File: config.mk
export PLATFORM = sky130hd
export DESIGN_NAME = dcache_ctrl_flat
export DESIGN_NICKNAME = d
export VERILOG_FILES = /design/src/source/dcache_geom_pkg.sv /design/src/source/dcache_bus_pkg.sv /design/src/source/dcache_lookup_if.sv /design/src/source/dcache_ctrl.sv /design/src/flat_wrapper.sv
export SDC_FILE = /design/constraint.sdc
export NUM_CORES = 1
export LEC_CHECK = 0
export ABC_AREA = 1
export BUFFER_PORTS_ARGS = -buffer_cell sky130_fd_sc_hd__buf_4
export CAP_MARGIN = 20
export CORE_MARGIN = 2
export CORE_UTILIZATION = 29
export DETAILED_ROUTE_END_ITERATION = 16
export PLACE_DENSITY = 0.81
export SYNTH_ARGS = -nofsm -noshare
export SYNTH_HDL_FRONTEND = slang
export SYNTH_SLANG_ARGS = --single-unit
File: constraint.sdc
create_clock -name clk_in -period 1.7 [get_ports clk_in]
set_input_delay 0.34 -clock clk_in [delete_from_list [all_inputs] [get_ports clk_in]]
set_output_delay 0.34 -clock clk_in [all_outputs]
set_load 0.05 [all_outputs]
File: src/source/dcache_geom_pkg.sv
// cache geometry shared by RTL and testbench; line length and address width are fixed here
// set and way counts are module parameters and must be powers of two, at least 2
package dcache_geom_pkg;

   localparam int ADDR_W       = 32;                // byte address width
   localparam int DATA_W       = 32;                // load/store word width
   localparam int CL_LEN       = 16;                // line length in bytes
   localparam int LINE_W       = CL_LEN * 8;        // line width in bits
   localparam int OFFSET_W     = $clog2(CL_LEN);    // byte offset within a line

   localparam int NUM_WAYS_DEF = 4;                 // default associativity
   localparam int NUM_SETS_DEF = 8;                 // default set count

   // ------------------------------------------------------------------
   // address field helpers
   // ------------------------------------------------------------------

   // byte position inside the line
   function automatic logic [OFFSET_W-1:0] offset_of(input logic [ADDR_W-1:0] addr);
      return addr[OFFSET_W-1:0];
   endfunction

   // line address, tag above set
   function automatic logic [ADDR_W-OFFSET_W-1:0] line_of(input logic [ADDR_W-1:0] addr);
      return addr[ADDR_W-1:OFFSET_W];
   endfunction

endpackage

File: src/source/dcache_bus_pkg.sv
// CPU and arbiter side types; access size values equal their byte count
package dcache_bus_pkg;

   // size of a load or store in bytes
   typedef enum logic [2:0]
   {
      SIZE_BYTE = 3'd1,
      SIZE_HALF = 3'd2,
      SIZE_WORD = 3'd4
   } access_size_t;

   typedef logic [dcache_geom_pkg::DATA_W-1:0] word_t;     // load/store data
   typedef logic [dcache_geom_pkg::LINE_W-1:0] line_t;     // whole cache line

   // arbiter request direction
   localparam logic ARB_READ  = 1'b1;                      // line fetch, answered by an ack
   localparam logic ARB_WRITE = 1'b0;                      // write-back, no ack

endpackage

File: src/source/dcache_lookup_if.sv
`timescale 1ns/100ps
// lookup path between controller, tag store and LRU; one set is looked at per cycle
interface dcache_lookup_if
#(
   parameter int NUM_WAYS = dcache_geom_pkg::NUM_WAYS_DEF,
   parameter int NUM_SETS = dcache_geom_pkg::NUM_SETS_DEF
);
   import dcache_geom_pkg::*;

   localparam int WAY_W = $clog2(NUM_WAYS);
   localparam int SET_W = $clog2(NUM_SETS);
   localparam int TAG_W = ADDR_W - OFFSET_W - SET_W;

   logic [SET_W-1:0] set;              // set of the current access
   logic [TAG_W-1:0] tag;              // tag of the current access
   logic             hit;              // tag matched a valid way
   logic [WAY_W-1:0] way;              // hit, empty or LRU way
   logic             victim_dirty;     // dirty bit of that way
   logic [TAG_W-1:0] victim_tag;       // stored tag of that way
   logic             touch;            // mark way as most recently used
   logic [WAY_W-1:0] lru_way;          // rank 0 way of the set

   modport ctrl (output set, tag, touch, input hit, way, victim_dirty, victim_tag);
   modport tags (input set, tag, lru_way, output hit, way, victim_dirty, victim_tag);
   modport lru  (input set, way, touch, output lru_way);

endinterface

File: src/source/dcache_ctrl.sv
`timescale 1ns/100ps
// miss/hit FSM; a miss writes back a dirty victim, fetches the line, then hits in idle
module dcache_ctrl
#(
   parameter int  NUM_SETS = dcache_geom_pkg::NUM_SETS_DEF,
   localparam int SET_W    = $clog2(NUM_SETS),
   localparam int LADDR_W  = dcache_geom_pkg::ADDR_W - dcache_geom_pkg::OFFSET_W,
   localparam int TAG_W    = LADDR_W - SET_W
)
(
   input  logic                clk_in,
   input  logic                reset_in,
   input  logic                req,
   input  logic                req_wr,
   input  logic [SET_W-1:0]    set,
   input  logic [TAG_W-1:0]    tag,
   input  logic                arb_req_rdy,
   input  logic                arb_ack_valid,
   dcache_lookup_if.ctrl       lookup,
   output logic                ack,
   output logic                arb_req_valid,
   output logic                arb_req_rw,
   output logic [LADDR_W-1:0]  arb_req_addr,          // line address, tag and set
   output logic                arb_ack_rdy,
   output logic                tag_fill,
   output logic                tag_dirty,
   output logic                tag_clean,
   output logic                data_store,
   output logic                data_fill
);
   import dcache_bus_pkg::*;

   typedef enum logic [1:0] {IDLE, WRITEBACK, FILL_REQ, FILL_WAIT} state_t;

   state_t state, next_state;

   assign lookup.set = set;                           // held by the CPU until ack
   assign lookup.tag = tag;

   always_ff @(posedge clk_in)
   begin
      if (reset_in)
         state <= IDLE;
      else
         state <= next_state;
   end

   // ------------------------------------------------------------------
   // next state and strobes
   // ------------------------------------------------------------------
   always_comb
   begin
      next_state    = state;
      ack           = 1'b0;
      lookup.touch  = 1'b0;
      arb_req_valid = 1'b0;
      arb_req_rw    = ARB_READ;
      arb_req_addr  = {tag, set};
      arb_ack_rdy   = 1'b0;
      tag_fill      = 1'b0;
      tag_dirty     = 1'b0;
      tag_clean     = 1'b0;
      data_store    = 1'b0;
      data_fill     = 1'b0;

      case (state)
         IDLE:
         begin
            if (req && lookup.hit)
            begin
               ack          = 1'b1;                   // hit answers in the same cycle
               lookup.touch = 1'b1;
               data_store   = req_wr;
               tag_dirty    = req_wr;
            end
            else if (req)
               next_state = lookup.victim_dirty ? WRITEBACK : FILL_REQ;
         end

         WRITEBACK:
         begin
            arb_req_valid = 1'b1;
            arb_req_rw    = ARB_WRITE;
            arb_req_addr  = {lookup.victim_tag, set}; // victim home address
            if (arb_req_rdy)
            begin
               tag_clean  = 1'b1;                     // memory now holds the line
               next_state = FILL_REQ;
            end
         end

         FILL_REQ:
         begin
            arb_req_valid = 1'b1;                     // read of the missing line
            if (arb_req_rdy)
               next_state = FILL_WAIT;
         end

         FILL_WAIT:
         begin
            arb_ack_rdy = 1'b1;
            if (arb_ack_valid)
            begin
               tag_fill   = 1'b1;
               data_fill  = 1'b1;
               next_state = IDLE;                     // replayed there as a hit
            end
         end

         default:
            next_state = IDLE;
      endcase
   end

endmodule

File: src/flat_wrapper.sv
// flat-port wrapper written by rule: the top's interface ports become plain ports
module dcache_ctrl_flat import dcache_bus_pkg::*;
#(
   parameter int  NUM_SETS = dcache_geom_pkg::NUM_SETS_DEF,
   localparam int SET_W    = $clog2(NUM_SETS),
   localparam int LADDR_W  = dcache_geom_pkg::ADDR_W - dcache_geom_pkg::OFFSET_W,
   localparam int TAG_W    = LADDR_W - SET_W
)
  (clk_in, reset_in, req, req_wr, set, tag, arb_req_rdy, arb_ack_valid, ack, arb_req_valid, arb_req_rw, arb_req_addr, arb_ack_rdy, tag_fill, tag_dirty, tag_clean, data_store, data_fill, lookup_set, lookup_tag, lookup_touch, lookup_hit, lookup_way, lookup_victim_dirty, lookup_victim_tag);
  dcache_lookup_if #(.NUM_SETS(NUM_SETS)) lookup_i ();
  input  logic clk_in;
  input  logic reset_in;
  input  logic req;
  input  logic req_wr;
  input  logic [SET_W-1:0] set;
  input  logic [TAG_W-1:0] tag;
  input  logic arb_req_rdy;
  input  logic arb_ack_valid;
  output logic ack;
  output logic arb_req_valid;
  output logic arb_req_rw;
  output logic [LADDR_W-1:0] arb_req_addr;
  output logic arb_ack_rdy;
  output logic tag_fill;
  output logic tag_dirty;
  output logic tag_clean;
  output logic data_store;
  output logic data_fill;
  output wire logic [$bits(lookup_i.set)-1:0] lookup_set;
  output wire logic [$bits(lookup_i.tag)-1:0] lookup_tag;
  output wire logic [$bits(lookup_i.touch)-1:0] lookup_touch;
  input wire logic [$bits(lookup_i.hit)-1:0] lookup_hit;
  input wire logic [$bits(lookup_i.way)-1:0] lookup_way;
  input wire logic [$bits(lookup_i.victim_dirty)-1:0] lookup_victim_dirty;
  input wire logic [$bits(lookup_i.victim_tag)-1:0] lookup_victim_tag;
  assign lookup_set = lookup_i.set;
  assign lookup_tag = lookup_i.tag;
  assign lookup_touch = lookup_i.touch;
  assign lookup_i.hit = lookup_hit;
  assign lookup_i.way = lookup_way;
  assign lookup_i.victim_dirty = lookup_victim_dirty;
  assign lookup_i.victim_tag = lookup_victim_tag;
  dcache_ctrl #(.NUM_SETS(NUM_SETS)) u_core (.clk_in(clk_in), .reset_in(reset_in), .req(req), .req_wr(req_wr), .set(set), .tag(tag), .arb_req_rdy(arb_req_rdy), .arb_ack_valid(arb_ack_valid), .lookup(lookup_i), .ack(ack), .arb_req_valid(arb_req_valid), .arb_req_rw(arb_req_rw), .arb_req_addr(arb_req_addr), .arb_ack_rdy(arb_ack_rdy), .tag_fill(tag_fill), .tag_dirty(tag_dirty), .tag_clean(tag_clean), .data_store(data_store), .data_fill(data_fill));
endmodule
-- Yosys cells after proc, flatten, opt, wreduce, memory -nomap -nowiden
Index checks and enable logic that the tools add are counted.
- flip-flop bits (word level): 2
- input bits: 63
- output and inout bits: 66
- word-level logic and storage cells: 32
- equal/unequal tests: 8
- mux-type cells: 19
- reduce and logical (&&, ||, !) cells: 4
- operators with widths (cell ; count):
    2-to-1 mux 28 bit ; 1
    2-to-1 mux 2 bit ; 6
    2-to-1 mux 1 bit ; 11
    != test 2 bit, second input constant ; 5
    case mux 2 bit (4 select lines) ; 1
    AND reduction 5 bit ; 1
    equality test 2 bit, second input constant ; 2
    equality test 2 x 1 -> 1 bit, second input constant ; 1
    logical NOT 2 bit ; 1
    OR reduction 2 bit ; 1
    logical AND 1 bit ; 1

-- Longest topological paths before layout
- word-level depth: 4
- depth in mapped cells: 8
- mapped depth without buffers: 7

-- Worst setup path after synthesis
No wires, ideal clock.
- path type: register to output
- start point: register u_core.state[0]
- end point: output port tag_dirty
- data arrival time: 1.698 ns
- required time: 1.360 ns
- path slack: -0.338 ns
- cell stages (with the launch flop): 6
- buffers on the path: 1
- cell sequence: dfxtp_1 -> inv_1 -> ha_1 -> nand3_1 -> nor2_1 -> buf_4
- cells in the longest elaborated chain, start to end: 2
- RTL lines (item ; line ; RTL):
    start: declaration ; dcache_ctrl.sv:35 ; state_t state, next_state;
    start signal: assignment ; dcache_ctrl.sv:45 ; state <= next_state;
    logical NOT 2 bit ; n/a ;
    2-to-1 mux 1 bit ; n/a ;
    end: declaration ; flat_wrapper.sv:25 ; output logic tag_dirty;
No other way between the ends.

-- Worst setup path after layout
- start point: register u_core.state[1]
- end point: output port arb_req_addr[17]
- cells in the longest elaborated chain, start to end: 2
- RTL lines (item ; line ; RTL):
    equality test 2 x 1 -> 1 bit ; dcache_ctrl.sv:66 ; case (state)
    2-to-1 mux 28 bit ; dcache_ctrl.sv:66 ;
    end: declaration ; flat_wrapper.sv:22 ; output logic [LADDR_W-1:0] arb_req_addr;
No other way between the ends.

==> flow_results.org <==
** Outcome
- The run finished with clean final reports.

** Place
- Before CTS, the worst setup slack after placement is 78.52 ps.
- In this run the tool buffered the top-level ports with 117 buffer cells.
- After legalization and detailed placement, the total HPWL measured 2.126 mm.
- Gpl congestion :: 0.6966

** STA
- The number of max-slew violations in the final report is 0.
- In the post-route analysis, the smallest setup slack over all paths is 64.88 ps.
- Worst Tran Pin Value :: 150.0 ps
- Number of endpoints with negative hold slack in the final report :: 0
- Hold_ws :: 344.6 ps
- Worst slew margin relative to its limit :: 0.8989
- Final Cycle Share :: 0.9618
- Post-route minimum period :: 1635 ps
- Max Freq :: 611.6 MHz
- Setup violations remaining at the end of the flow were counted as 0.
- Across the routed clock network, the largest skew measured is 1.540 ps.

** Yosys
- Sequential element share of the synthesized area :: 0.04938
- Area share of the largest cell type after synthesis :: 0.4074
- Syn Std Cell Area :: 810.8 um^2
- Most used standard cell by instance count after synthesis :: sky130_fd_sc_hd__nand2_1
- In the synthesized netlist, the cells that appear most often are sky130_fd_sc_hd__nand2_1 (88), sky130_fd_sc_hd__buf_4 (36), sky130_fd_sc_hd__inv_1 (10).
- Total nets after synthesis :: 220
- Cell taking the most area after synthesis :: sky130_fd_sc_hd__nand2_1
- Ys async rst share :: 0
- Counting flops and latches in the post-synthesis netlist gives 2.
- Average size of a mapped cell :: 5.299 um^2
- Count of mapped cells out of synthesis :: 153
- The Yosys step of the flow raised 0 warnings.
- Dominant cells by area after synthesis :: sky130_fd_sc_hd__nand2_1 (41%), sky130_fd_sc_hd__buf_4 (33%), sky130_fd_sc_hd__ha_1 (6.2%), sky130_fd_sc_hd__dfxtp_1 (4.9%), sky130_fd_sc_hd__inv_1 (4.6%)
- The synthesized netlist contains 13 unique library cells.
- In this run, synthesis inferred 0 flip-flops with an integrated enable.
- Leading register cell type out of synthesis :: sky130_fd_sc_hd__dfxtp_1

** Die
- The floorplan has 19 rows.
- Y dimension of the die :: 56.88 um
- The total area inside the core boundary comes to 2710 um^2.
- Area of the die :: 3235 um^2
- Number of placed I/O pins :: 129
- Horiz. Die Dim :: 56.88 um
- Initial standard-cell utilization of the core :: 0.2992

** Global route
- Met1 global-route usage :: 0.1733
- Global-route wire length before repair :: 4.112 mm
- After global routing the overflow that remains totals 0.
- For this run, the total global-route usage over all layers was measured as 0.1604.
- The initial antenna violation count was 0.
- The via count of the first global-routing pass was 974.
- Met3 usage in global routing :: 0.05760
- Pin count of the biggest net entering global routing :: 18
- Met2 track utilization from global routing :: 0.2924
- Busiest metal layer after global routing :: met2

** Detailed routing
- For this run, design rule violations remaining after detail routing come to 0.
- Post-route antenna net violation count :: 0
- Routed WL per cell :: 10.48 um
- For this block, the initial DRC count from the detailed router was 45.
- Aggregate routed wire length :: 2.850 mm
- DR vias :: 1157
- Dividing the detail-routed via count by the number of cells gives 4.254.
- DR pass1 iterations :: 4

** Setup path
- Minimum setup slack among reg-to-reg paths :: 450 ps
- The worst setup path is captured at an output port.
- Critical Path Start Type :: register
- The worst setup path is of the register to output port kind.
- Along the worst path, the maximum fanout reaches 11.
- WP data arrival :: 1300 ps
- Required time reported for the critical path endpoint :: 1360 ps

** Power
- Internal power :: 1.008 mW
- Of the total power, combinational logic draws 0.922.
- Power per unit of standard cell area :: 1448 nW/um^2
- Peak ir drop on the vdd network :: 0.001051 V
- Clock share of power :: 0.044
- For this design the total switching power over the nets is 1.509 mW.
- The share of total power dissipated in sequential elements is 0.034.
- Leakage :: 1.045 nW
- Sum of internal, switching and leakage power :: 2.518 mW
- Of the total power, the share spent switching nets is 0.5995.

** Cells and area
- Share of final-layout standard cells stronger than drive strength 1 :: 0.6141
- Most flops, register :: u_core.state
- Net count, final :: 310
- The number of antenna diodes in the final layout is 0.
- Biggest registers after layout :: u_core.state x2
- Layout Utilization :: 0.6417
- Layout-stage area growth over the synthesis result :: 114.5%
- Fillers :: 256
- The register with the most flip-flops in the layout has 2 of them.

** Run
- Count of maximum capacitance violations :: 0

** Clocking
- Number of clock sinks :: 2
- Clock buffers created by TritonCTS :: 3
- Counting along the longest clock path gives a buffer depth of 2.
- TritonCTS built the clock tree.
- Buffers inserted to repair hold after CTS numbered 0.
- Clock-pin slew of the registers on the worst-case setup and hold paths :: 30 ps
- CTS placed an instance of sky130_fd_sc_hd__clkbuf_4 at the clock tree root.
- CTS HTree Levels :: 1
- The later pin in the worst-skew pair is clocked with a latency of 230 ps.

** Hold path
- Path class of the lowest-slack min-delay path :: primary input to register
## cells by family (layout without fill, tap and decap cells)
group / after synthesis / count (layout) / synth area share
AOI/OAI and AO/OA: 2 / 2 / 0.02932
DFF: 2 / 2 / 0.04938
adders and majority gates: 4 / 4 / 0.06173
buffers and inverters: 50 / 138 / 0.4105
and+or+nand+nor: 95 / 95 / 0.4491
## what timing repair did
action	CTS	global route
setup endpoints to repair	26	25
buffers inserted	1	1
cloned	1	1
gates resized for setup	33	10
## worst max-delay path: stages (launching register included)
cell and delay, ps:
sky130_fd_sc_hd__dfxtp_2 310, sky130_fd_sc_hd__inv_2 80, sky130_fd_sc_hd__ha_4 190, sky130_fd_sc_hd__inv_8 60
sky130_fd_sc_hd__buf_16 140, sky130_fd_sc_hd__nand2_1 70, sky130_fd_sc_hd__nand2_2 60, sky130_fd_sc_hd__buf_8 150
## metal layers
metal  part of all wire  routed length [um]  up-vias
met5                  0                   0        -
met2               0.50                1433       75
met3               0.13                 375        5
li1                   -                   -      595
met4             0.0063                  18        0
met1               0.36                1023      482
## cells in the final DEF (no fill, tap or decap)
cell type,n
sky130_fd_sc_hd__buf_12,2
sky130_fd_sc_hd__buf_16,1
sky130_fd_sc_hd__buf_4,92
sky130_fd_sc_hd__buf_6,27
sky130_fd_sc_hd__buf_8,1
sky130_fd_sc_hd__clkbuf_16,1
sky130_fd_sc_hd__clkbuf_4,3
sky130_fd_sc_hd__clkinvlp_4,1
sky130_fd_sc_hd__dfxtp_2,2
sky130_fd_sc_hd__ha_1,1
sky130_fd_sc_hd__ha_2,2
sky130_fd_sc_hd__ha_4,1
sky130_fd_sc_hd__inv_1,7
sky130_fd_sc_hd__inv_2,2
sky130_fd_sc_hd__inv_8,1
sky130_fd_sc_hd__nand2_1,79
sky130_fd_sc_hd__nand2_2,9
sky130_fd_sc_hd__nand3_1,1
sky130_fd_sc_hd__nand3_2,1
sky130_fd_sc_hd__nor2_1,4
sky130_fd_sc_hd__nor2_2,1
sky130_fd_sc_hd__o21ai_0,1
sky130_fd_sc_hd__o21bai_4,1
## layout make-up
type                            count  area [um^2]  area share
Timing Repair Buffer              124         1102      0.6338
Clock buffer                        3        22.52     0.01295
Inverter                           11        52.55     0.03022
Tap cell                           31        38.79     0.02230
Multi-Input combinational cell    101        480.5      0.2763
Sequential cell                     2        42.54     0.02446
## stage by stage
stage / area [um^2] / instances / setup TNS, ps
2_1_floorplan: 842.1 / 153 / -82.08
3_3_place_gp: 1503 / 265 / 0
3_5_place_dp: 1503 / 265 / 0
4_1_cts: 1678 / 270 / 0
5_1_grt: 1739 / 272 / -9.059
6_report: 1739 / 272 / 0
## path summary, 6_finish.rpt
path                           startpoint                      endpoint  cells after the start
max reg2reg  u_core.state[1]$_SDFFE_PP0P_  u_core.state[0]$_SDFFE_PP0P_                      7
min reg2reg  u_core.state[1]$_SDFFE_PP0P_  u_core.state[1]$_SDFFE_PP0P_                      4
max          u_core.state[1]$_SDFFE_PP0P_              arb_req_addr[17]                      7
min                              reset_in  u_core.state[1]$_SDFFE_PP0P_                      4
## power groups by stage
stage / clock [mW] / combinational (mW) / sequential [mW]
final: 0.110 / 2.32 / 0.0859
after global routing: 0.118 / 2.45 / 0.0875
after CTS: 0.114 / 2.23 / 0.0855
after detailed placement: 0 / 1.99 / 0.0788
after global placement: 0 / 1.98 / 0.0783
after floorplan: 0 / 1.50 / 0.0757
Note: power is estimated with default switching activity, not from simulation.
