===== src/source/dcache_geom_pkg.sv =====
// cache geometry shared by RTL and testbench; line length and address width are fixed here
// set and way counts are module parameters and must be powers of two, at least 2
package dcache_geom_pkg;

   localparam int ADDR_W       = 32;                // byte address width
   localparam int DATA_W       = 32;                // load/store word width
   localparam int CL_LEN       = 16;                // line length in bytes
   localparam int LINE_W       = CL_LEN * 8;        // line width in bits
   localparam int OFFSET_W     = $clog2(CL_LEN);    // byte offset within a line

   localparam int NUM_WAYS_DEF = 4;                 // default associativity
   localparam int NUM_SETS_DEF = 8;                 // default set count

   // ------------------------------------------------------------------
   // address field helpers
   // ------------------------------------------------------------------

   // byte position inside the line
   function automatic logic [OFFSET_W-1:0] offset_of(input logic [ADDR_W-1:0] addr);
      return addr[OFFSET_W-1:0];
   endfunction

   // line address, tag above set
   function automatic logic [ADDR_W-OFFSET_W-1:0] line_of(input logic [ADDR_W-1:0] addr);
      return addr[ADDR_W-1:OFFSET_W];
   endfunction

endpackage


===== src/source/dcache_lookup_if.sv =====
`timescale 1ns/100ps
// lookup path between controller, tag store and LRU; one set is looked at per cycle
interface dcache_lookup_if
#(
   parameter int NUM_WAYS = dcache_geom_pkg::NUM_WAYS_DEF,
   parameter int NUM_SETS = dcache_geom_pkg::NUM_SETS_DEF
);
   import dcache_geom_pkg::*;

   localparam int WAY_W = $clog2(NUM_WAYS);
   localparam int SET_W = $clog2(NUM_SETS);
   localparam int TAG_W = ADDR_W - OFFSET_W - SET_W;

   logic [SET_W-1:0] set;              // set of the current access
   logic [TAG_W-1:0] tag;              // tag of the current access
   logic             hit;              // tag matched a valid way
   logic [WAY_W-1:0] way;              // hit, empty or LRU way
   logic             victim_dirty;     // dirty bit of that way
   logic [TAG_W-1:0] victim_tag;       // stored tag of that way
   logic             touch;            // mark way as most recently used
   logic [WAY_W-1:0] lru_way;          // rank 0 way of the set

   modport ctrl (output set, tag, touch, input hit, way, victim_dirty, victim_tag);
   modport tags (input set, tag, lru_way, output hit, way, victim_dirty, victim_tag);
   modport lru  (input set, way, touch, output lru_way);

endinterface


===== src/source/dcache_lru.sv =====
`timescale 1ns/100ps
// per-set LRU ranks, rank 0 is least recently used; ranks in a set stay a permutation
module dcache_lru
#(
   parameter int NUM_WAYS = dcache_geom_pkg::NUM_WAYS_DEF,
   parameter int NUM_SETS = dcache_geom_pkg::NUM_SETS_DEF
)
(
   input  logic             clk_in,
   input  logic             reset_in,
   dcache_lookup_if.lru     lookup
);
   localparam int WAY_W = $clog2(NUM_WAYS);

   logic [WAY_W-1:0] rank      [NUM_SETS][NUM_WAYS];
   logic [WAY_W-1:0] next_rank [NUM_WAYS];
   logic [WAY_W-1:0] cur_rank;                               // rank of the touched way
   logic [WAY_W-1:0] oldest;

   // victim candidate of the current set
   always_comb
   begin
      oldest = '0;
      for (int w = 0; w < NUM_WAYS; w++)
      begin
         if (rank[lookup.set][w] == '0)
            oldest = WAY_W'(w);
      end
   end

   assign lookup.lru_way = oldest;
   assign cur_rank       = rank[lookup.set][lookup.way];

   // touched way goes to the top, the ones above it move down by one
   always_comb
   begin
      for (int w = 0; w < NUM_WAYS; w++)
      begin
         if (rank[lookup.set][w] > cur_rank)
            next_rank[w] = rank[lookup.set][w] - 1'b1;
         else if (rank[lookup.set][w] == cur_rank)
            next_rank[w] = WAY_W'(NUM_WAYS - 1);
         else
            next_rank[w] = rank[lookup.set][w];
      end
   end

   always_ff @(posedge clk_in)
   begin
      if (reset_in)
      begin
         for (int s = 0; s < NUM_SETS; s++)
         begin
            for (int w = 0; w < NUM_WAYS; w++)
               rank[s][w] <= WAY_W'(w);                       // way w starts at rank w
         end
      end
      else if (lookup.touch)
      begin
         for (int w = 0; w < NUM_WAYS; w++)
            rank[lookup.set][w] <= next_rank[w];
      end
   end

endmodule


===== src/flat_wrapper.sv =====
// flat-port wrapper written by rule: the top's interface ports become plain ports
module dcache_lru_flat 
#(
   parameter int NUM_WAYS = dcache_geom_pkg::NUM_WAYS_DEF,
   parameter int NUM_SETS = dcache_geom_pkg::NUM_SETS_DEF
)
  (clk_in, reset_in, lookup_set, lookup_way, lookup_touch, lookup_lru_way);
  dcache_lookup_if #(.NUM_WAYS(NUM_WAYS), .NUM_SETS(NUM_SETS)) lookup_i ();
  input  logic clk_in;
  input  logic reset_in;
  input wire logic [$bits(lookup_i.set)-1:0] lookup_set;
  input wire logic [$bits(lookup_i.way)-1:0] lookup_way;
  input wire logic [$bits(lookup_i.touch)-1:0] lookup_touch;
  output wire logic [$bits(lookup_i.lru_way)-1:0] lookup_lru_way;
  assign lookup_i.set = lookup_set;
  assign lookup_i.way = lookup_way;
  assign lookup_i.touch = lookup_touch;
  assign lookup_lru_way = lookup_i.lru_way;
  dcache_lru #(.NUM_WAYS(NUM_WAYS), .NUM_SETS(NUM_SETS)) u_core (.clk_in(clk_in), .reset_in(reset_in), .lookup(lookup_i));
endmodule

===== config.mk =====
export PLATFORM = sky130hd
export DESIGN_NAME = dcache_lru_flat
export DESIGN_NICKNAME = d
export VERILOG_FILES = /design/src/source/dcache_geom_pkg.sv /design/src/source/dcache_lookup_if.sv /design/src/source/dcache_lru.sv /design/src/flat_wrapper.sv
export SDC_FILE = /design/constraint.sdc
export NUM_CORES = 1
export LEC_CHECK = 0
export ABC_CLOCK_PERIOD_IN_PS = 4300
export BUFFER_PORTS_ARGS = -buffer_cell sky130_fd_sc_hd__buf_2
export CORE_ASPECT_RATIO = 0.7
export CORE_MARGIN = 5
export CORE_UTILIZATION = 55
export CTS_BUF_LIST = sky130_fd_sc_hd__clkbuf_8
export CTS_CLUSTER_DIAMETER = 60
export DETAILED_ROUTE_END_ITERATION = 10
export HOLD_SLACK_MARGIN = 0.12
export PLACE_DENSITY = 0.78
export SLEW_MARGIN = 10
export SYNTH_ARGS = -nofsm -noshare
export SYNTH_HDL_FRONTEND = slang
export SYNTH_SLANG_ARGS = --single-unit

===== constraint.sdc =====
create_clock -name clk_in -period 4.3 [get_ports clk_in]
set_clock_uncertainty 0.2 [all_clocks]
set_input_delay 0.86 -clock clk_in [delete_from_list [all_inputs] [get_ports clk_in]]
set_output_delay 0.86 -clock clk_in [all_outputs]
set_load 0.05 [all_outputs]

# Yosys cells after proc, flatten, opt, wreduce, memory -nomap -nowiden
# Memory sizes are Yosys's and may differ from the RTL's.
# Index checks and enable logic that the tools add are counted.
word_totals:
  mem_bits_rw: 64
  in_bits: 8
  mem_count: 1
  regBits: 0
  output_inout_bits: 2
  wordCells: 41
classes:
  n_addsub: 4
  n_eq_ne: 4
  magnitude_cmp: 5
  mux: 22
  reduce_logical: 4
  n_bitwise: 1
mem_list:
  columns: ["name", "words", "word_bits", "read_ports", "rd_clocked_by_memory_dff", "wr", "line", "source"]
  rows:
  - ["u_core.rank", 8, 8, 1, 0, 8, "dcache_lru.sv:15", "logic [WAY_W-1:0] rank [NUM_SETS][NUM_WAYS];"]
ops:
  columns: ["operator", "count"]
  rows:
  - ["2-to-1 mux 2 bit", 12]
  - ["equality test 2 bit", 4]
  - ["> comparator 2 bit", 4]
  - ["2-to-1 mux 8 bit", 1]
  - ["OR reduction 8 bit", 1]
  - ["subtractor 2 x 1 -> 2 bit (second input constant)", 4]
  - ["2-to-1 mux 1 bit", 7]
  - ["zero test 2 bit", 3]
  - ["binary-select mux 2 bit (select 2 bit)", 1]
  - [">= comparator 3 bit (second input constant)", 1]
  - ["2-to-1 mux 3 bit", 1]
  - ["NOT 2 -> 3 bit", 1]

# Longest topological paths before layout
# Gate-level depths: netlist (run 1).
logic_depth:
  ltp_word: 8
  mapped_depth: 16
  ltp_nobuf: 15

# Worst setup path before layout (run 1)
# Ideal clock, no wire load.
synth_timing:
  kind: "input-to-reg"
  startpoint: "in lookup_set[0]"
  endpoint: "mem u_core.rank[0][7] (netlist bit), data pin"
  cell_stages: 15
  setup_slack_ps: 254
  required_time_ps: 3835
  arrival_ps: 3581
  setup_time_ps: 265
  n_path_buf: 3
  path_cell_list: "buf_4 > buf_2 > clkbuf_1 > a31oi_1 > o21ai_0 > a22oi_1 > and3b_1 > a211o_1 > ha_1 > nor2b_1 > o22ai_1 > a211oi_1 > or3_1 > a22oi_2 > nor2_1"
synth_rtl:
  columns: ["item", "line", "source"]
  rows:
  - ["start: declaration", "flat_wrapper.sv:11", "input wire logic [$bits(lookup_i.set)-1:0] lookup_set;"]
  - ["end: declaration", "dcache_lru.sv:15", null]

==> results of run 1 <==
## layout by cell type (no fill, tap or decap), types with 6 or more instances in the layout
| cell | count |
|---|---|
| edfxtp_1 | 64 |
| nor2_1 | 45 |
| nand2_1 | 45 |
| buf_4 | 24 |
| nand3_1 | 15 |
| inv_1 | 12 |
| mux2i_1 | 12 |
| a21oi_1 | 12 |
| ha_1 | 11 |
| clkbuf_8 | 9 |
| buf_2 | 9 |
| o21ai_0 | 6 |
| clkinv_1 | 6 |
## routing by layer
| metal | track usage [%] | routed length, um | vias up |
|---|---|---|---|
| li1 | - | - | 1169 |
| met1 | 30.4 | 3500 | 1209 |
| met2 | 35.0 | 3600 | 152 |
| met3 | 6.35 | 846 | 13 |
| met4 | 5.53 | 101 | 0 |
| met5 | 0 | 0 | - |
## repair_timing
action,4_1_cts,5_1_grt
setup endpoints to repair,0,8
hold buffers,0,0
setup buffers,0,1
resized for setup,0,1
## power breakdown
group          switching [mW]  leakage, nW  internal [mW]
Combinational           0.229        0.731          0.124
Sequential            0.00690        0.562          0.709
Clock                   0.214       0.0882          0.256
## cell type report
class	instances	area [um2]	share of cell area, %
Clock buffer	9	124	3.27
Clock inverter	7	52.6	1.39
Inverter	14	52.6	1.39
Multi-Input combinational cell	212	1320	34.9
Sequential cell	64	1920	50.7
Tap cell	75	93.8	2.47
Timing Repair Buffer	33	225	5.94
## how the worst max path moves through the flow
stage,startpoint,to,cells past startpoint
after global placement,lookup_set[2],u_core.rank[6][4],13
after floorplan,lookup_set[0],u_core.rank[0][7],15
after CTS,lookup_set[2],lookup_lru_way[0],10
after detailed placement,lookup_set[2],u_core.rank[3][7],14
after global routing,lookup_set[1],u_core.rank[3][7],17
final,lookup_set[2],u_core.rank[1][4],13
## cells by family after synthesis
group	synth area share (%)
AO/OA/AOI/OAI	10.6
XOR/XNOR	0.781
adder cells (fa/ha/maj)	4.09
buffers and inverters	3.72
flip-flops	57.1
multiplexers	6.36
AND/OR/NAND/NOR	17.4
## stage by stage
| stage | instance area (um2) | power, mW | util, % |
|---|---|---|---|
| floorplan | 3370 | 0.939 | - |
| global placement | 3600 | 1.06 | 61.7 |
| detailed placement | 3600 | 1.07 | 61.7 |
| CTS | 3780 | 1.53 | 64.7 |
| global route | 3790 | 1.61 | 64.9 |
| finish | 3790 | 1.54 | 64.9 |
## critical path, stage by stage
cell      delay [ns]
buf_2           0.25
buf_4           0.24
mux2i_1         0.19
o21ai_0         0.15
a211oi_1        0.56
mux4_2          0.34
inv_1           0.05
buf_4           0.14
ha_1            0.20
inv_1           0.06
a21oi_1         0.09
xnor2_1         0.68
nand3_1         0.17
==> out/qor.csv, run 1 <==
metric,value,unit
R2R Path End,u_core.rank[3][7],
TritonCTS clock tree,done,
maximum VDD drop,224,uV
Largest register FFs,64,
hpwl dp,5890,um
outcome,"finished, final reports clean",
setup tns final,0,ns
DR vias/cell,6.14,
slew at the pin with the worst max-slew slack,0.837,ns
Worst setup SP type,input port,
first-pass GRT wire length,12900,um
area of the core,5840,um2
"setup slack, reg-to-reg",0.79,ns
setup ws final,0.168,ns
CP Capture Type,flip-flop,
GRT Total Usage,22.0,%
hold_ws,0.853,ns
WS Path Type,in2reg,
Hold Crit Depth,6,
Die Span Y,75.5,um
Hold Fails Final Rpt,0,
port buffer count,9,
WP data arrival,3.98,ns
Critical Path RT,4.15,ns
clk sinks,64,
pin count of the biggest net entering global routing,23,
Yosys cell types,50,
Area contributors post-synth,"edfxtp_1 57%, nand2_1 5.0%, nor2_1 5.0%",
vias in the first global route,2511,
antenna diode count,0,
Synth Area per Inst,11.2,um2
min Tclk post-route,4.13,ns
Synth Warn #,0,
Post-synth ARST share,0,%
WHS Endpoint,u_core.rank[7][5],
gr ovfl total,0,
worst r2r path cells,15,
die width,104,um
Lkg Pwr,1.38,nW
routed length per instance,19.4,um
Post-synth top cells,"64 x edfxtp_1, 45 x nand2_1, 45 x nor2_1",
dpl ws,-0.106,ns
Starting DRT DRC Count,233,
worst r2r src,u_core.rank[2][5],
synthesized flop and latch total,64,
TritonCTS Buffers,9,
DRT Wirelength,8040,um
drt pass-1 iters,5,
Max-Cap Viols,0,
# IOs,10,
final non-filler cell total,414,
Root Buffer,clkbuf_8,
RSZ-0062 raised after global routing,false,
worst-path fanout max,14,
Clock Pin Slew Worst Setup and Hold Paths,0.07,ns
fillers,470,
most common cell in the netlist,edfxtp_1,
RePlAce Congestion,0.909,
Layout Area Growth over Synthesis,12.7,%
placed cells,397,
Synth top area share,57.1,%
Synth area leader,edfxtp_1,
Residual DRC,0,
Hold Crit Class,reg2reg,
Core Rows,23,
Worst-Skew Late Latency,0.34,ns
via count,2543,
Final Max Tran Viols,0,
hold path startpoint,u_core.rank[0][5],
Synth Cell Area,3370,um2
FMAX,242,MHz
Nets,353,
top flop regs,u_core.rank: 64 flops,
Max clock buf depth,2,
"Top FF cell, synth",edfxtp_1,
"antenna viol nets, final",0,
Final period util,96.1,%
htree depth,3,
share of the yosys chip area belonging to registers,57.1,%
Die Area,7810,um2
Post-synth EDFFs,64,
antenna violations before repair,0,
share of cells above drive strength 1,18.0,%
Pwr per Cell Area,406,nW/um2
Initial Util,57.6,%
syn_nets,320,
final setup fails,0,
Largest Register,u_core.rank,
Max-slew headroom,43.8,%
post-synthesis instance total,301,
Note: power is estimated with default switching activity, not from simulation.
==> run 2: changes to the inputs <==
==> constraint.sdc (replaced) <==
create_clock -name clk_in -period 4.3 [get_ports clk_in]
set_clock_uncertainty 0.2 [all_clocks]
set_input_delay 0.215 -clock clk_in [delete_from_list [all_inputs] [get_ports clk_in]]
set_output_delay 0.215 -clock clk_in [all_outputs]
set_load 0.05 [all_outputs]
==> run 2 against run 1 <==
  * Via count decreased by 3.1%
  * Non-clock buffer count decreased by 12
  * Register-to-register slack got worse by 0.11 ns
  * Core utilization decreased by 1.6 points
  * Sequential cell count unchanged
  * Largest cell class unchanged
  * Highest routed layer unchanged
==> out/qor.csv, run 2 (same netlist as run 1, synthesis figures left out) <==
metric,value,unit,change
outcome,"finished, final reports clean",,unchanged
Critical Path RT,4.19,ns,was 4.15 ns
WS Path Type,in2reg,,unchanged
"antenna viol nets, final",0,,unchanged
setup tns final,0,ns,unchanged
hpwl dp,5740,um,was 5890 um
DRT Wirelength,7770,um,was 8040 um
CP max stage cell,a311oi_1,,was xnor2_1
worst r2r path cells,14,,was 15
critical-path cell list,buf_2 > buf_4 > mux2_2 > nand2_1 > a21oi_1 > a311oi_1 > mux4_2 > inv_1 > ha_1 > nor2b_1 > o22ai_1 > a211oi_1 > o21ai_0 > a22oi_2 > nor2_1,,was buf_2 > buf_4 > mux2i_1 > o21ai_0 > a211oi_1 > mux4_2 > inv_1 > buf_4 > ha_1 > inv_1 > a21oi_1 > xnor2_1 > nand3_1
gr ovfl total,0,,unchanged
Worst Setup SP,lookup_set[1],,was lookup_set[2]
pin count of the biggest net entering global routing,28,,was 23
Final period util,86.5,%,was 96.1%
setup bufs post-CTS,0,,unchanged
area of the core,5840,um2,unchanged
Top delay family on crit path,compound AO/OA/AOI/OAI gates,,unchanged
worst r2r src,u_core.rank[2][5],,unchanged
Final Max Tran Viols,0,,unchanged
Die Area,7810,um2,unchanged
drt pass-1 iters,5,,unchanged
Residual DRC,0,,unchanged
Clock Pin Slew Worst Setup and Hold Paths,0.08,ns,was 0.07 ns
Max-slew headroom,44.3,%,was 43.8%
RePlAce Congestion,0.852,,was 0.909
maximum VDD drop,280,uV,was 224 uV
Nets,341,,was 353
CP Capture Type,flip-flop,,unchanged
Max-Cap Viols,0,,unchanged
first-pass GRT wire length,12800,um,was 12900 um
Placed Area,3520,um2,was 3600 um2
Root Buffer,clkbuf_8,,unchanged
top flop regs,u_core.rank: 64 flops,,unchanged
Lkg Pwr,1.32,nW,was 1.38 nW
port buffer count,9,,unchanged
Starting DRT DRC Count,363,,was 233
clk sinks,64,,unchanged
"most common cell after layout, fill and taps aside",edfxtp_1,,unchanged
most frequent cells in the layout,"64 x edfxtp_1, 45 x nor2_1, 45 x nand2_1, 15 x nand3_1",,"was 64 x edfxtp_1, 45 x nor2_1, 45 x nand2_1, 24 x buf_4, 15 x nand3_1"
worst-path fanout max,25,,was 14
Worst setup SP type,input port,,unchanged
vias in the first global route,2412,,was 2511
Critical Path Max Stage Delay,0.44,ns,was 0.68 ns
Hold Fails Final Rpt,0,,unchanged
share of cells above drive strength 1,16.5,%,was 18.0%
Die Span Y,75.5,um,unchanged
FMAX,269,MHz,was 242 MHz
dpl ws,0.269,ns,was -0.106 ns
Initial Util,57.6,%,unchanged
DR vias/cell,6.13,,was 6.14
setup ws final,0.581,ns,was 0.168 ns
final setup fails,0,,unchanged
TritonCTS Buffers,9,,unchanged
via count,2463,,was 2543
Hold Crit Depth,4,,was 6
slew at the pin with the worst max-slew slack,0.830,ns,was 0.837 ns
htree depth,3,,unchanged
hold path startpoint,lookup_touch,,was u_core.rank[0][5]
GRT Total Usage,21.8,%,was 22.0%
CP Depth,15,,was 13
routed length per instance,19.3,um,was 19.4 um
Core Rows,23,,unchanged
# IOs,10,,unchanged
die width,104,um,unchanged
Largest Register,u_core.rank,,unchanged
Hold Crit Class,in2reg,,was reg2reg
Layout Area Growth over Synthesis,10.0,%,was 12.7%
WP data arrival,3.60,ns,was 3.98 ns
min Tclk post-route,3.72,ns,was 4.13 ns
TritonCTS clock tree,done,,unchanged
hold_buf cts,0,,unchanged
Crit path buffers/inverters,3,,was 5
Resize count post-CTS,0,,unchanged
antenna violations before repair,0,,unchanged
Final Cell Area,3700,um2,was 3790 um2
Max clock buf depth,2,,unchanged
Pwr per Cell Area,408,nW/um2,was 406 nW/um2
Largest register FFs,64,,unchanged
RSZ-0062 raised after global routing,false,,unchanged
antenna diode count,0,,unchanged
Worst-Skew Late Latency,0.34,ns,about the same
==> run 2: worst paths after layout <==
path / slack [ns] / endpoint
setup reg to reg: 0.68 / u_core.rank[0][7]
setup / recovery: 0.58 / u_core.rank[0][7]
hold / removal: 0.25 / u_core.rank[7][3]
hold reg to reg: 0.86 / u_core.rank[6][1]
==> run 2: metal layers <==
metal / part of all wire (%) / global-route usage, % / wire (um) / up-vias
li1: - / - / - / 1155
met5: 0 / 0 / 0 / -
met2: 44 / 33.1 / 3380 / 100
met1: 46 / 31.2 / 3580 / 1195
met3: 9.2 / 6.60 / 717 / 13
met4: 1.1 / 5.39 / 82 / 0
==> run 2: layout make-up <==
type	count	area, um2
clock buffers	9	124
clock inverters	7	56.3
fillers	491	2140
inverters	14	52.6
multi-input cells	212	1320
flip-flops and latches	64	1920
well taps	75	93.8
repair buffers	21	135
==> run 2: power by group <==
part / switching (mW) / internal, mW / leakage (nW)
clock: 0.251 / 0.214 / 0.0902
sequential: 0.00660 / 0.708 / 0.562
combinational: 0.218 / 0.111 / 0.671
==> run 2: worst reg2reg max path, stage by stage (launching register included) <==
cell and delay (ns):
edfxtp_1 0.37, mux2_4 0.30, a221oi_2 0.23, a21oi_1 0.09, a211oi_2 0.24, inv_2 0.08
mux2i_1 0.14, a211o_1 0.23, ha_1 0.29, nor2b_1 0.16, o22ai_1 0.13, a211oi_1 0.09
or3_1 0.35, a22oi_2 0.38, nor2_1 0.09
==> run 2: stage by stage <==
| stage | instances | util (%) | power [mW] | hold slack (ns) |
|---|---|---|---|---|
| global placement | 386 | 60.3 | 1.05 | 0.582 |
| global route | 402 | 63.4 | 1.59 | 0.257 |
| detailed placement | 386 | 60.3 | 1.05 | 0.594 |
| finish | 402 | 63.4 | 1.51 | 0.249 |
| CTS | 402 | 63.4 | 1.52 | 0.223 |
| floorplan | 301 | - | 0.939 | 0.364 |
