### config.mk
export PLATFORM = sky130hd
export DESIGN_NAME = dcache_tag_array_flat
export DESIGN_NICKNAME = d
export VERILOG_FILES = /design/src/source/dcache_geom_pkg.sv /design/src/source/dcache_lookup_if.sv /design/src/source/dcache_tag_array.sv /design/src/flat_wrapper.sv
export SDC_FILE = /design/constraint.sdc
export NUM_CORES = 1
export LEC_CHECK = 0
export BUFFER_PORTS_ARGS = -buffer_cell sky130_fd_sc_hd__buf_2
export CAP_MARGIN = 0
export CORE_MARGIN = 4
export CORE_UTILIZATION = 45
export DETAILED_ROUTE_END_ITERATION = 10
export PLACE_DENSITY = 0.63
export SLEW_MARGIN = 10
export SYNTH_ARGS = -nofsm -noshare
export SYNTH_HDL_FRONTEND = slang
export SYNTH_SLANG_ARGS = --single-unit
### constraint.sdc
create_clock -name clk_in -period 8.5 [get_ports clk_in]
set_input_delay 1.275 -clock clk_in [delete_from_list [all_inputs] [get_ports clk_in]]
set_output_delay 1.275 -clock clk_in [all_outputs]
set_load 0.05 [all_outputs]
### src/source/dcache_geom_pkg.sv
// cache geometry shared by RTL and testbench; line length and address width are fixed here
// set and way counts are module parameters and must be powers of two, at least 2
package dcache_geom_pkg;

   localparam int ADDR_W       = 32;                // byte address width
   localparam int DATA_W       = 32;                // load/store word width
   localparam int CL_LEN       = 16;                // line length in bytes
   localparam int LINE_W       = CL_LEN * 8;        // line width in bits
   localparam int OFFSET_W     = $clog2(CL_LEN);    // byte offset within a line

   localparam int NUM_WAYS_DEF = 4;                 // default associativity
   localparam int NUM_SETS_DEF = 8;                 // default set count

   // ------------------------------------------------------------------
   // address field helpers
   // ------------------------------------------------------------------

   // byte position inside the line
   function automatic logic [OFFSET_W-1:0] offset_of(input logic [ADDR_W-1:0] addr);
      return addr[OFFSET_W-1:0];
   endfunction

   // line address, tag above set
   function automatic logic [ADDR_W-OFFSET_W-1:0] line_of(input logic [ADDR_W-1:0] addr);
      return addr[ADDR_W-1:OFFSET_W];
   endfunction

endpackage

### src/source/dcache_lookup_if.sv
`timescale 1ns/100ps
// lookup path between controller, tag store and LRU; one set is looked at per cycle
interface dcache_lookup_if
#(
   parameter int NUM_WAYS = dcache_geom_pkg::NUM_WAYS_DEF,
   parameter int NUM_SETS = dcache_geom_pkg::NUM_SETS_DEF
);
   import dcache_geom_pkg::*;

   localparam int WAY_W = $clog2(NUM_WAYS);
   localparam int SET_W = $clog2(NUM_SETS);
   localparam int TAG_W = ADDR_W - OFFSET_W - SET_W;

   logic [SET_W-1:0] set;              // set of the current access
   logic [TAG_W-1:0] tag;              // tag of the current access
   logic             hit;              // tag matched a valid way
   logic [WAY_W-1:0] way;              // hit, empty or LRU way
   logic             victim_dirty;     // dirty bit of that way
   logic [TAG_W-1:0] victim_tag;       // stored tag of that way
   logic             touch;            // mark way as most recently used
   logic [WAY_W-1:0] lru_way;          // rank 0 way of the set

   modport ctrl (output set, tag, touch, input hit, way, victim_dirty, victim_tag);
   modport tags (input set, tag, lru_way, output hit, way, victim_dirty, victim_tag);
   modport lru  (input set, way, touch, output lru_way);

endinterface

### src/source/dcache_tag_array.sv
`timescale 1ns/100ps
// valid, dirty and tag per set and way; search is combinational, updates land at the edge
module dcache_tag_array
#(
   parameter int NUM_WAYS = dcache_geom_pkg::NUM_WAYS_DEF,
   parameter int NUM_SETS = dcache_geom_pkg::NUM_SETS_DEF
)
(
   input  logic             clk_in,
   input  logic             reset_in,
   dcache_lookup_if.tags    lookup,
   input  logic             fill,              // new line written, tag valid and clean
   input  logic             mark_dirty,        // store hit
   input  logic             clean              // victim written back
);
   import dcache_geom_pkg::*;

   localparam int WAY_W = $clog2(NUM_WAYS);
   localparam int SET_W = $clog2(NUM_SETS);
   localparam int TAG_W = ADDR_W - OFFSET_W - SET_W;

   logic [NUM_WAYS-1:0] valid   [NUM_SETS];
   logic [NUM_WAYS-1:0] dirty   [NUM_SETS];
   logic [TAG_W-1:0]    tag_mem [NUM_SETS][NUM_WAYS];

   logic                hit_found, empty_found;
   logic [WAY_W-1:0]    hit_way, empty_way, sel_way;

   // ------------------------------------------------------------------
   // parallel search of the set
   // ------------------------------------------------------------------
   always_comb
   begin
      hit_found   = 1'b0;
      hit_way     = '0;
      empty_found = 1'b0;
      empty_way   = '0;
      for (int w = 0; w < NUM_WAYS; w++)
      begin
         if (!valid[lookup.set][w])
         begin
            empty_found = 1'b1;
            empty_way   = WAY_W'(w);                       // later ways win, highest empty kept
         end
         else if (tag_mem[lookup.set][w] == lookup.tag)
         begin
            hit_found = 1'b1;
            hit_way   = WAY_W'(w);
         end
      end
   end

   // hit first, then an empty way, then the LRU way
   assign sel_way             = hit_found ? hit_way : (empty_found ? empty_way : lookup.lru_way);
   assign lookup.hit          = hit_found;
   assign lookup.way          = sel_way;
   assign lookup.victim_dirty = dirty[lookup.set][sel_way];     // never set on an invalid way
   assign lookup.victim_tag   = tag_mem[lookup.set][sel_way];

   // ------------------------------------------------------------------
   // state updates
   // ------------------------------------------------------------------
   always_ff @(posedge clk_in)
   begin
      if (reset_in)
      begin
         valid <= '{default: '0};                          // all lines invalid
         dirty <= '{default: '0};
      end
      else if (fill)
      begin
         valid[lookup.set][sel_way] <= 1'b1;
         dirty[lookup.set][sel_way] <= 1'b0;               // fresh copy of memory
      end
      else if (mark_dirty)
         dirty[lookup.set][sel_way] <= 1'b1;
      else if (clean)
         dirty[lookup.set][sel_way] <= 1'b0;
   end

   always_ff @(posedge clk_in)
   begin
      if (fill)
         tag_mem[lookup.set][sel_way] <= lookup.tag;
   end

endmodule

### src/flat_wrapper.sv
// flat-port wrapper written by rule: the top's interface ports become plain ports
module dcache_tag_array_flat import dcache_geom_pkg::*;
#(
   parameter int NUM_WAYS = dcache_geom_pkg::NUM_WAYS_DEF,
   parameter int NUM_SETS = dcache_geom_pkg::NUM_SETS_DEF
)
  (clk_in, reset_in, fill, mark_dirty, clean, lookup_set, lookup_tag, lookup_lru_way, lookup_hit, lookup_way, lookup_victim_dirty, lookup_victim_tag);
  dcache_lookup_if #(.NUM_WAYS(NUM_WAYS), .NUM_SETS(NUM_SETS)) lookup_i ();
  input  logic clk_in;
  input  logic reset_in;
  input  logic fill;
  input  logic mark_dirty;
  input  logic clean;
  input wire logic [$bits(lookup_i.set)-1:0] lookup_set;
  input wire logic [$bits(lookup_i.tag)-1:0] lookup_tag;
  input wire logic [$bits(lookup_i.lru_way)-1:0] lookup_lru_way;
  output wire logic [$bits(lookup_i.hit)-1:0] lookup_hit;
  output wire logic [$bits(lookup_i.way)-1:0] lookup_way;
  output wire logic [$bits(lookup_i.victim_dirty)-1:0] lookup_victim_dirty;
  output wire logic [$bits(lookup_i.victim_tag)-1:0] lookup_victim_tag;
  assign lookup_i.set = lookup_set;
  assign lookup_i.tag = lookup_tag;
  assign lookup_i.lru_way = lookup_lru_way;
  assign lookup_hit = lookup_i.hit;
  assign lookup_way = lookup_i.way;
  assign lookup_victim_dirty = lookup_i.victim_dirty;
  assign lookup_victim_tag = lookup_i.victim_tag;
  dcache_tag_array #(.NUM_WAYS(NUM_WAYS), .NUM_SETS(NUM_SETS)) u_core (.clk_in(clk_in), .reset_in(reset_in), .lookup(lookup_i), .fill(fill), .mark_dirty(mark_dirty), .clean(clean));
endmodule
---- Yosys cells after proc, flatten, opt, wreduce, memory -nomap -nowiden ----
Memory sizes are Yosys's and may differ from the RTL's.
Index checks and enable logic that the tools add are counted.
word-level totals
  word-level logic and storage cells ...... 82
  memories ................................ 1
  flip-flop bits (word level) ............. 64
  bits in writable memories ............... 800
  input bits .............................. 35
  output and inout bits ................... 29
cells by class
  reduce and logical (&&, ||, !) cells .... 4
  muxes and demuxes ....................... 45
  equality and inequality tests ........... 4
  bitwise operators ....................... 6
  $lt $le $gt $ge ......................... 6
memory list
  memory          depth  bits a word  rd ports  clocked after Yosys merged registers in  write ports  RTL line                text
  u_core.tag_mem  8      100          1         0                                        1            dcache_tag_array.sv:24  logic [TAG_W-1:0] tag_mem [NUM_SETS][NUM_WAYS];
operator list
  cell                count
  $eq 25x25->1        4
  $mux 100            1
  $mux 32             3
  $mux 25             3
  $or 32x32->32       2
  $bmux 25 s2         1
  $demux 25 s2        1
  $and 32x32->32      1
  $not 32->32         1
  $bmux 4 s3          2
  $mux 4              5
  $mux 2              9
  $mux 1              17
  $demux 4 s3         1
  $ge 4x4->1 const B  1
  $lt 4x1->1 const B  1
  $not 3->4           1
  $ge 3x3->1 const B  1
  $logic_and 1x1->1   3
  $lt 2x3->1 const B  1
  $lt 3x1->1 const B  1
  $not 2->3           1
  $reduce_bool 3->1   1
  $bmux 1 s2          1
  other kinds (2)     2

---- Logic depth before layout (Yosys ltp) ----
Gate-level depths: netlist (run 1).
  word-level depth ........................ 23
  depth in mapped cells ................... 18
  mapped depth without buffers ............ 9

---- Least setup slack after synthesis (run 1) ----
Ideal clock, no wire load.
  kind .................................... input -> output
  start point ............................. input port lookup_set[0]
  end point ............................... output port lookup_victim_tag[10]
  slack ................................... 1.671 ns
  data arrival time ....................... 5.554 ns
  stages .................................. 17
  required time ........................... 7.225 ns
  path buffers ............................ 8
  path through ............................ buf_2 buf_4 buf_4 buf_6 buf_4 buf_4 buf_2 mux2i_1 o22ai_1 nor2_1 xor2_1 nand4_1 nor4_1 nor2_1 a21oi_4 buf_2 mux2i_1
between the ends
  longest elaborated chain between the ends .. 16
  elaborated cells between the ends (all ways) .. 36
  classes of those cells .................. eq/ne: 4; mux: 29; bitwise: 2; memory: 1
ends and longest elaborated chain
  element                                                 RTL line                text
  from (decl)                                             flat_wrapper.sv:14      input wire logic [$bits(lookup_i.set)-1:0] lookup_set;
  branches (longest 11 deep; another with $mem_v2 8x100)  --
  $mux 2 (*)                                              dcache_tag_array.sv:54  assign sel_way = hit_found ? hit_way : (empty_found ? empty_way : lookup.lru_way);
  via lookup_way[0]                                       flat_wrapper.sv:18      output wire logic [$bits(lookup_i.way)-1:0] lookup_way;
  $not 2->3 (not written as such) (*)                     dcache_tag_array.sv:58  assign lookup.victim_tag = tag_mem[lookup.set][sel_way];
  $bmux 25 s2 (*)                                         dcache_tag_array.sv:58
  $mux 25 (not written as such) (*) (2 in series)         dcache_tag_array.sv:58
  to (decl)                                               flat_wrapper.sv:20      output wire logic [$bits(lookup_i.victim_tag)-1:0] lookup_victim_tag;
Mark *: on every way through the listed nets, which the timed path passes. The select of a mux whose other input is x is not followed.

---- Final worst setup path (run 1) ----
  start point ............................. input port lookup_set[1]
  end point ............................... output port lookup_victim_tag[17]
between the ends
  longest elaborated chain between the ends .. 16
  elaborated cells between the ends (all ways) .. 36
  classes of those cells .................. eq/ne: 4; mux: 29; bitwise: 2; memory: 1
ends and longest elaborated chain
  element                                                 RTL line
  branches (longest 13 deep; another with $mem_v2 8x100)  --
  $bmux 25 s2 (*)                                         dcache_tag_array.sv:58
  $mux 25 (not written as such) (*) (2 in series)         dcache_tag_array.sv:58
Every way passes the cells marked *. The select of a mux whose other input is x is not followed.

==> results.ini, run 1 <==
[drt]
ant_nets=0
drt-initial-drc-count=2681
avgViaCountPerCell=6.21
firstDrtPassIters=6
drc=0
wire_per_inst_um=31.2
drt_wl_total_mm=106
vias=21200

[worst_setup_path]
critPathCapture=lookup_victim_tag[17]
worst-r2r-setup-slack_ns=3.13
critPathTopFamily=simple AND/OR/NAND/NOR gates
start_kind=input port
r2r_cells=9
path_max_fanout=66
critPathBufInv=5
crit_arrival_ns=6.48
r2r-start=u_core.tag_mem[6][59]
slowest_delay_ns=0.88
crit_start=lookup_set[1]
crit_cells=14
critical_path.most_common_cell=buf_4
worstSetupEndpointType=primary output
path_cells=buf_8 -> buf_4 -> nor2_2 -> buf_4 -> a22oi_1 -> and3b_1 -> nor4_1 -> nand4_1 -> o41ai_2 -> o211a_4 -> buf_12 -> mux2i_1 -> mux2_1 -> buf_2
cp.required_ns=7.22
rr_endpoint=u_core.tag_mem[6][56]
critPathSlowestCell=nor2_2
path_class=input port to primary output

[cts]
clkTransAtPathRegs_ns=0.06
cts_resized=0
root_buffer=clkbuf_16
cts_setup_buffers=0
cts_tree=yes
cts_num_sinks=864
htree_num_levels=3
postCtsHoldBufs=0
clk-insertion-delay-late_ns=0.66
clockBufferDepth=3
cts-buffers-inserted=91

[sta]
finalCritPeriodShare=0.913
min_period_ns=7.76
hold_ws_ns=0.448
slew_headroom=0.170
rsz0062_at_grt=no
setup-violations-final=0
tightest_slew_ns=1.24
skew_ns=0.0339
drv_slew=0
max_freq_mhz=129
fin_tns_setup_ns=0
final_hold_viol_count=0

[die]
rows=103
core_um2=79500
ios=64
fp.dieW_um=292
start_util=0.457
fp.dieH_um=292
dieArea_um2=85400

[final_layout]
seq_area_um2=25300
drive_above_1_share=0.227
syn2layout_area_growth_pct=13.7
final_common_cell=edfxtp_1
fillers=6424
layout_common_cells=edfxtp_1 (800), mux2i_1 (214), mux4_2 (116)
multi_input_area_um2=10400
nNetsFinal=2314

[synthesis]
syn-cell-area_um2=36400
synth-xor-area-share=0.0152
synth_top_family_by_area=multiplexers
synth_compound_area_frac=0.0546
synth_top_area_cell=edfxtp_1
synth_cells=2137
synth-seq-cells=864
synth_nets=2172
ys_seq_area_frac=0.696
synthDistinctLibCells=70
async_flop_share=0
synthFlopType=edfxtp_1
synth_fa_ha_area_frac=0
synthTopCellsByArea=edfxtp_1 (66%), mux4_2 (7.2%), mux2i_1 (5.9%)
netlist.area_leader.share=0.661
synth-edff-count=800
synth_simple_gate_area_frac=0.0529
synth.avg_cell_area_um2=17.0
synthMuxAreaShare=0.158
ys_warn_count=0

[place]
port-buffer-count=63
hpwlAfterDp_mm=66.0
routabilityCongestion=0.926

[global_routing]
track_usage=0.246
grt_max_degree=83
grt_pass1_vias=20800
gr-total-overflow=0
grt_pass1_wl_mm=153
grt_antenna_before_repair=6

[outcome]
status=complete, no violations

[pwr]
ir_worst_vdd_mv=0.149
p_per_area_nw_per_um2=228
p_leak_nw=13.7

[worst_hold_path]
min_path_type=flip-flop to flip-flop

[run]
cap_violations=0

## worst reg2reg max path, cell delays in order, from the launching register on
cell and delay, ns:
edfxtp_1 0.37, mux4_2 0.47, mux2i_1 0.27, xnor2_1 0.20, or4_1 0.57, or4b_1 0.54
nor4_2 0.48, a31oi_1 0.32, nand2b_1 0.61, nor2_4 1.12
## report_power, final
group | internal [mW] | switching [mW]
Combinational | 0.227 | 0.509
Sequential | 4.67 | 0.00620
Clock | 2.35 | 1.65
## registers in the layout, summed over array words and instances (netlist names), named ones only
signal	cells
u_core.tag_mem	800
u_core.valid	32
## stage by stage
| step | instance area (um2) | total power [mW] | cells | utilization | worst slack, ns |
|---|---|---|---|---|---|
| 6_report | 41300 | 9.42 | 3408 | 0.520 | 0.742 |
| 5_1_grt | 41300 | 9.69 | 3405 | 0.520 | 0.607 |
| 4_1_cts | 41300 | 9.46 | 3405 | 0.520 | 0.867 |
| 3_5_place_dp | 38300 | 5.49 | 3236 | 0.482 | 0.861 |
| 3_3_place_gp | 38300 | 5.48 | 3236 | 0.482 | 0.878 |
| 2_1_floorplan | 36400 | 5.19 | 2137 | - | 1.67 |
## layer usage
layer,global-route usage,vias to the layer above,share of wire
li1,-,8825,-
met1,0.357,11000,0.41
met2,0.377,1138,0.46
met3,0.0550,184,0.099
met4,0.0703,8,0.025
met5,0,-,0.00052
## layout make-up
class / count / area share
Timing Repair Buffer: 164 / 0.0277
Inverter: 43 / 0.00390
Antenna cell: 3 / 0.000182
Sequential cell: 864 / 0.612
Clock inverter: 59 / 0.0139
Tap cell: 1050 / 0.0318
Clock buffer: 110 / 0.0589
Multi-Input combinational cell: 1115 / 0.252
## synthesized netlist by cell type (9+ instances only)
master       n
edfxtp_1   800
mux2i_1    214
mux4_2     116
nor2_1      88
dfxtp_1     64
mux2_2      61
xnor2_1     54
nor3_1      49
nand2_1     47
a22oi_1     42
inv_1       39
buf_2       38
o22ai_1     37
clkbuf_1    33
o21ai_0     33
nor2b_1     32
a21oi_1     25
o2bb2ai_1   25
buf_4       21
mux2_1      19
nand2b_1    18
o21a_1      16
buf_6       15
nor4_1      15
o21ai_1     15
nand4_1     13
and2_1      12
nand3_1     12
o31ai_1     12
or2_2       11
nand3b_1    10
a221oi_1     9
a22o_1       9
xor2_1       9
## worst min path at each step
stage,from,end,cells after the start
floorplan,u_core.valid[14],u_core.valid[14],2
CTS,u_core.valid[3],u_core.valid[3],2
detailed placement,u_core.valid[3],u_core.valid[3],2
finish,u_core.valid[3],u_core.valid[3],2
global placement,u_core.valid[26],u_core.valid[26],2
global route,u_core.valid[14],u_core.valid[14],2
## kinds of logic (layout without fill, tap and decap cells)
logic type	Yosys count	after routing
AND/OR/NAND/NOR	356	356
AO/OA/AOI/OAI	279	279
multiplexers	417	417
buffers and inverters	158	376
other	0	3
flip-flops	864	864
XOR/XNOR	63	63
Power figures use the tool's default switching activity.
==> run 2, diff against run 1 <==
==> constraint.sdc (replaced) <==
create_clock -name clk_in -period 8.5 [get_ports clk_in]
set_input_delay 1.275 -clock clk_in [delete_from_list [all_inputs] [get_ports clk_in]]
set_output_delay 1.275 -clock clk_in [all_outputs]
set_load 0.005 [all_outputs]
==> run 2 against run 1 <==
  * Hold slack hardly changed
  * Global-route usage is 0.18 points lower
  * Design area fell by 0.51%
  * Worst setup slack worse by 0.090 ns
  * Maximum frequency decreased by 1.1%
  * Largest power group unchanged
  * Highest routed layer unchanged
==> results.ini, run 2 (synthesis gave the netlist of run 1 again) <==
[sta]
drv_slew=0  ; unchanged
rsz0062_at_grt=no
final_hold_viol_count=0  ; unchanged
min_period_ns=7.85  ; +0.0897 ns
fin_tns_setup_ns=0  ; unchanged
tightest_slew_ns=1.28  ; +0.0412 ns
finalCritPeriodShare=0.923  ; +0.0106
skew_ns=0.0346  ; +0.000776 ns
slew_headroom=0.143  ; -0.0274
setup-violations-final=0  ; unchanged
max_freq_mhz=127  ; -1.1%

[worst_setup_path]
worstSetupEndpointType=primary output
cp.required_ns=7.22  ; about the same
rr_endpoint=u_core.tag_mem[3][59]
path_max_fanout=33  ; -50%
path_class=input port to primary output
critPathCapture=lookup_victim_tag[10]
worst-r2r-setup-slack_ns=3.16  ; +0.03 ns
crit_arrival_ns=6.57  ; +0.09 ns
r2r_cells=10  ; +1
start_kind=input port
r2r-start=u_core.tag_mem[6][54]
crit_start=lookup_set[0]

[run]
cap_violations=0  ; unchanged

[global_routing]
gr-total-overflow=0  ; unchanged
track_usage=0.244  ; -0.00180
grt_pass1_vias=20500  ; -1.3%
grt_max_degree=78  ; -6.0%
grt_antenna_before_repair=5  ; -1
grt_pass1_wl_mm=151  ; -1.1%

[place]
routabilityCongestion=0.896  ; -3.2%
port-buffer-count=63  ; unchanged
place_inst=3226  ; -0.31%
hpwlAfterDp_mm=66.9  ; +1.2%

[final_layout]
layoutNonFillerInstCount=3391  ; -0.50%
layout_common_cells=edfxtp_1 (800), mux2i_1 (214), mux4_2 (116)
largest_reg_flops=800  ; unchanged
final_common_cell=edfxtp_1
reg_top3=u_core.tag_mem x800, u_core.valid x32
nNetsFinal=2303  ; -0.48%
syn2layout_area_growth_pct=13.2
largest_register=u_core.tag_mem
drive_above_1_share=0.221  ; -0.00624
fillers=6382  ; -0.65%

[drt]
vias=20900  ; -1.2%
drc=0  ; unchanged
drt_wl_total_mm=106  ; -0.38%
ant_nets=0  ; unchanged
wire_per_inst_um=31.3  ; +0.12%
drt-initial-drc-count=2580  ; -3.8%
avgViaCountPerCell=6.16  ; -0.73%
firstDrtPassIters=5  ; -1

[pwr]
finalPower_mw=9.21  ; -2.2%
ir_worst_vdd_mv=0.170  ; +14%
p_leak_nw=13.5  ; -1.0%
p_per_area_nw_per_um2=224  ; -1.7%

[die]
rows=103  ; unchanged
fp.dieW_um=292  ; unchanged
core_um2=79500  ; unchanged
start_util=0.457  ; unchanged
fp.dieH_um=292  ; unchanged
dieArea_um2=85400  ; unchanged
ios=64  ; unchanged

[cts]
clkTransAtPathRegs_ns=0.06  ; about the same
htree_num_levels=3  ; unchanged
postCtsHoldBufs=0  ; unchanged
cts-buffers-inserted=90  ; -1.1%
root_buffer=clkbuf_16
cts_resized=0  ; unchanged
cts_num_sinks=864  ; unchanged
cts_tree=yes
cts_setup_buffers=0  ; unchanged
clk-insertion-delay-late_ns=0.65  ; about the same
clockBufferDepth=3  ; unchanged

[outcome]
status=complete, no violations

[worst_hold_path]
min_path_type=flip-flop to flip-flop

==> run 2: changes by cell type in the layout (fill, tap and decap cells not counted), sizes merged <==
cell      before  now
diode          3    1
clkinvlp       4    6
bufinv        10    6
buf          164  154
inv           49   44
clkbuf       110  112
==> run 2: critical path, stage by stage <==
cell and delay [ns]:
buf_4 0.45, buf_4 0.42, nand2_1 0.14, buf_4 0.32, nor2_1 0.59, a22oi_1 0.29, xnor2_1 0.27, or3_1 0.44
nor4_1 0.29, buf_4 0.22, o211a_4 0.26, buf_12 0.29, mux2i_1 0.79, mux2i_1 0.18, buf_2 0.19
==> run 2: through the flow <==
stage	area [um2]	hold slack, ns	util	setup WS [ns]
3_5_place_dp	38200	0.437	0.481	0.728
3_3_place_gp	38200	0.431	0.481	0.718
5_1_grt	41100	0.476	0.517	0.462
4_1_cts	41100	0.446	0.517	0.725
2_1_floorplan	36400	0.422	-	2.37
6_report	41100	0.447	0.517	0.652
==> run 2: routing by layer <==
metal,global-route usage,vias to the layer above,share of wire
li1,-,8811,-
met5,0,-,0.00041
met2,0.381,1058,0.47
met1,0.354,10900,0.42
met3,0.0482,172,0.088
met4,0.0656,6,0.025
==> run 2: worst min-delay path by stage <==
stage                     startpoint          endpoint  slack (ns)  cells after the start
finish               u_core.valid[3]   u_core.valid[3]        0.45                      2
global route        u_core.valid[18]  u_core.valid[18]        0.48                      2
CTS                  u_core.valid[3]   u_core.valid[3]        0.45                      2
detailed placement   u_core.valid[3]   u_core.valid[3]        0.44                      2
global placement    u_core.valid[15]  u_core.valid[15]        0.43                      2
floorplan           u_core.valid[14]  u_core.valid[14]        0.42                      2
==> run 2: cell type report <==
cell class	instances	area (um2)	share of cell area
Sequential cell	864	25300	0.615
Multi-Input combinational cell	1115	10400	0.253
Clock buffer	112	2390	0.0581
Tap cell	1050	1310	0.0319
Timing Repair Buffer	154	1060	0.0257
Clock inverter	52	499	0.0121
Inverter	43	161	0.00392
Antenna cell	1	2.50	0.0000608
==> run 2: report_power, final <==
part	total, mW	switching, mW	internal (mW)
sequential	4.68	0.00661	4.67
clock	3.86	1.66	2.19
combinational	0.681	0.455	0.226
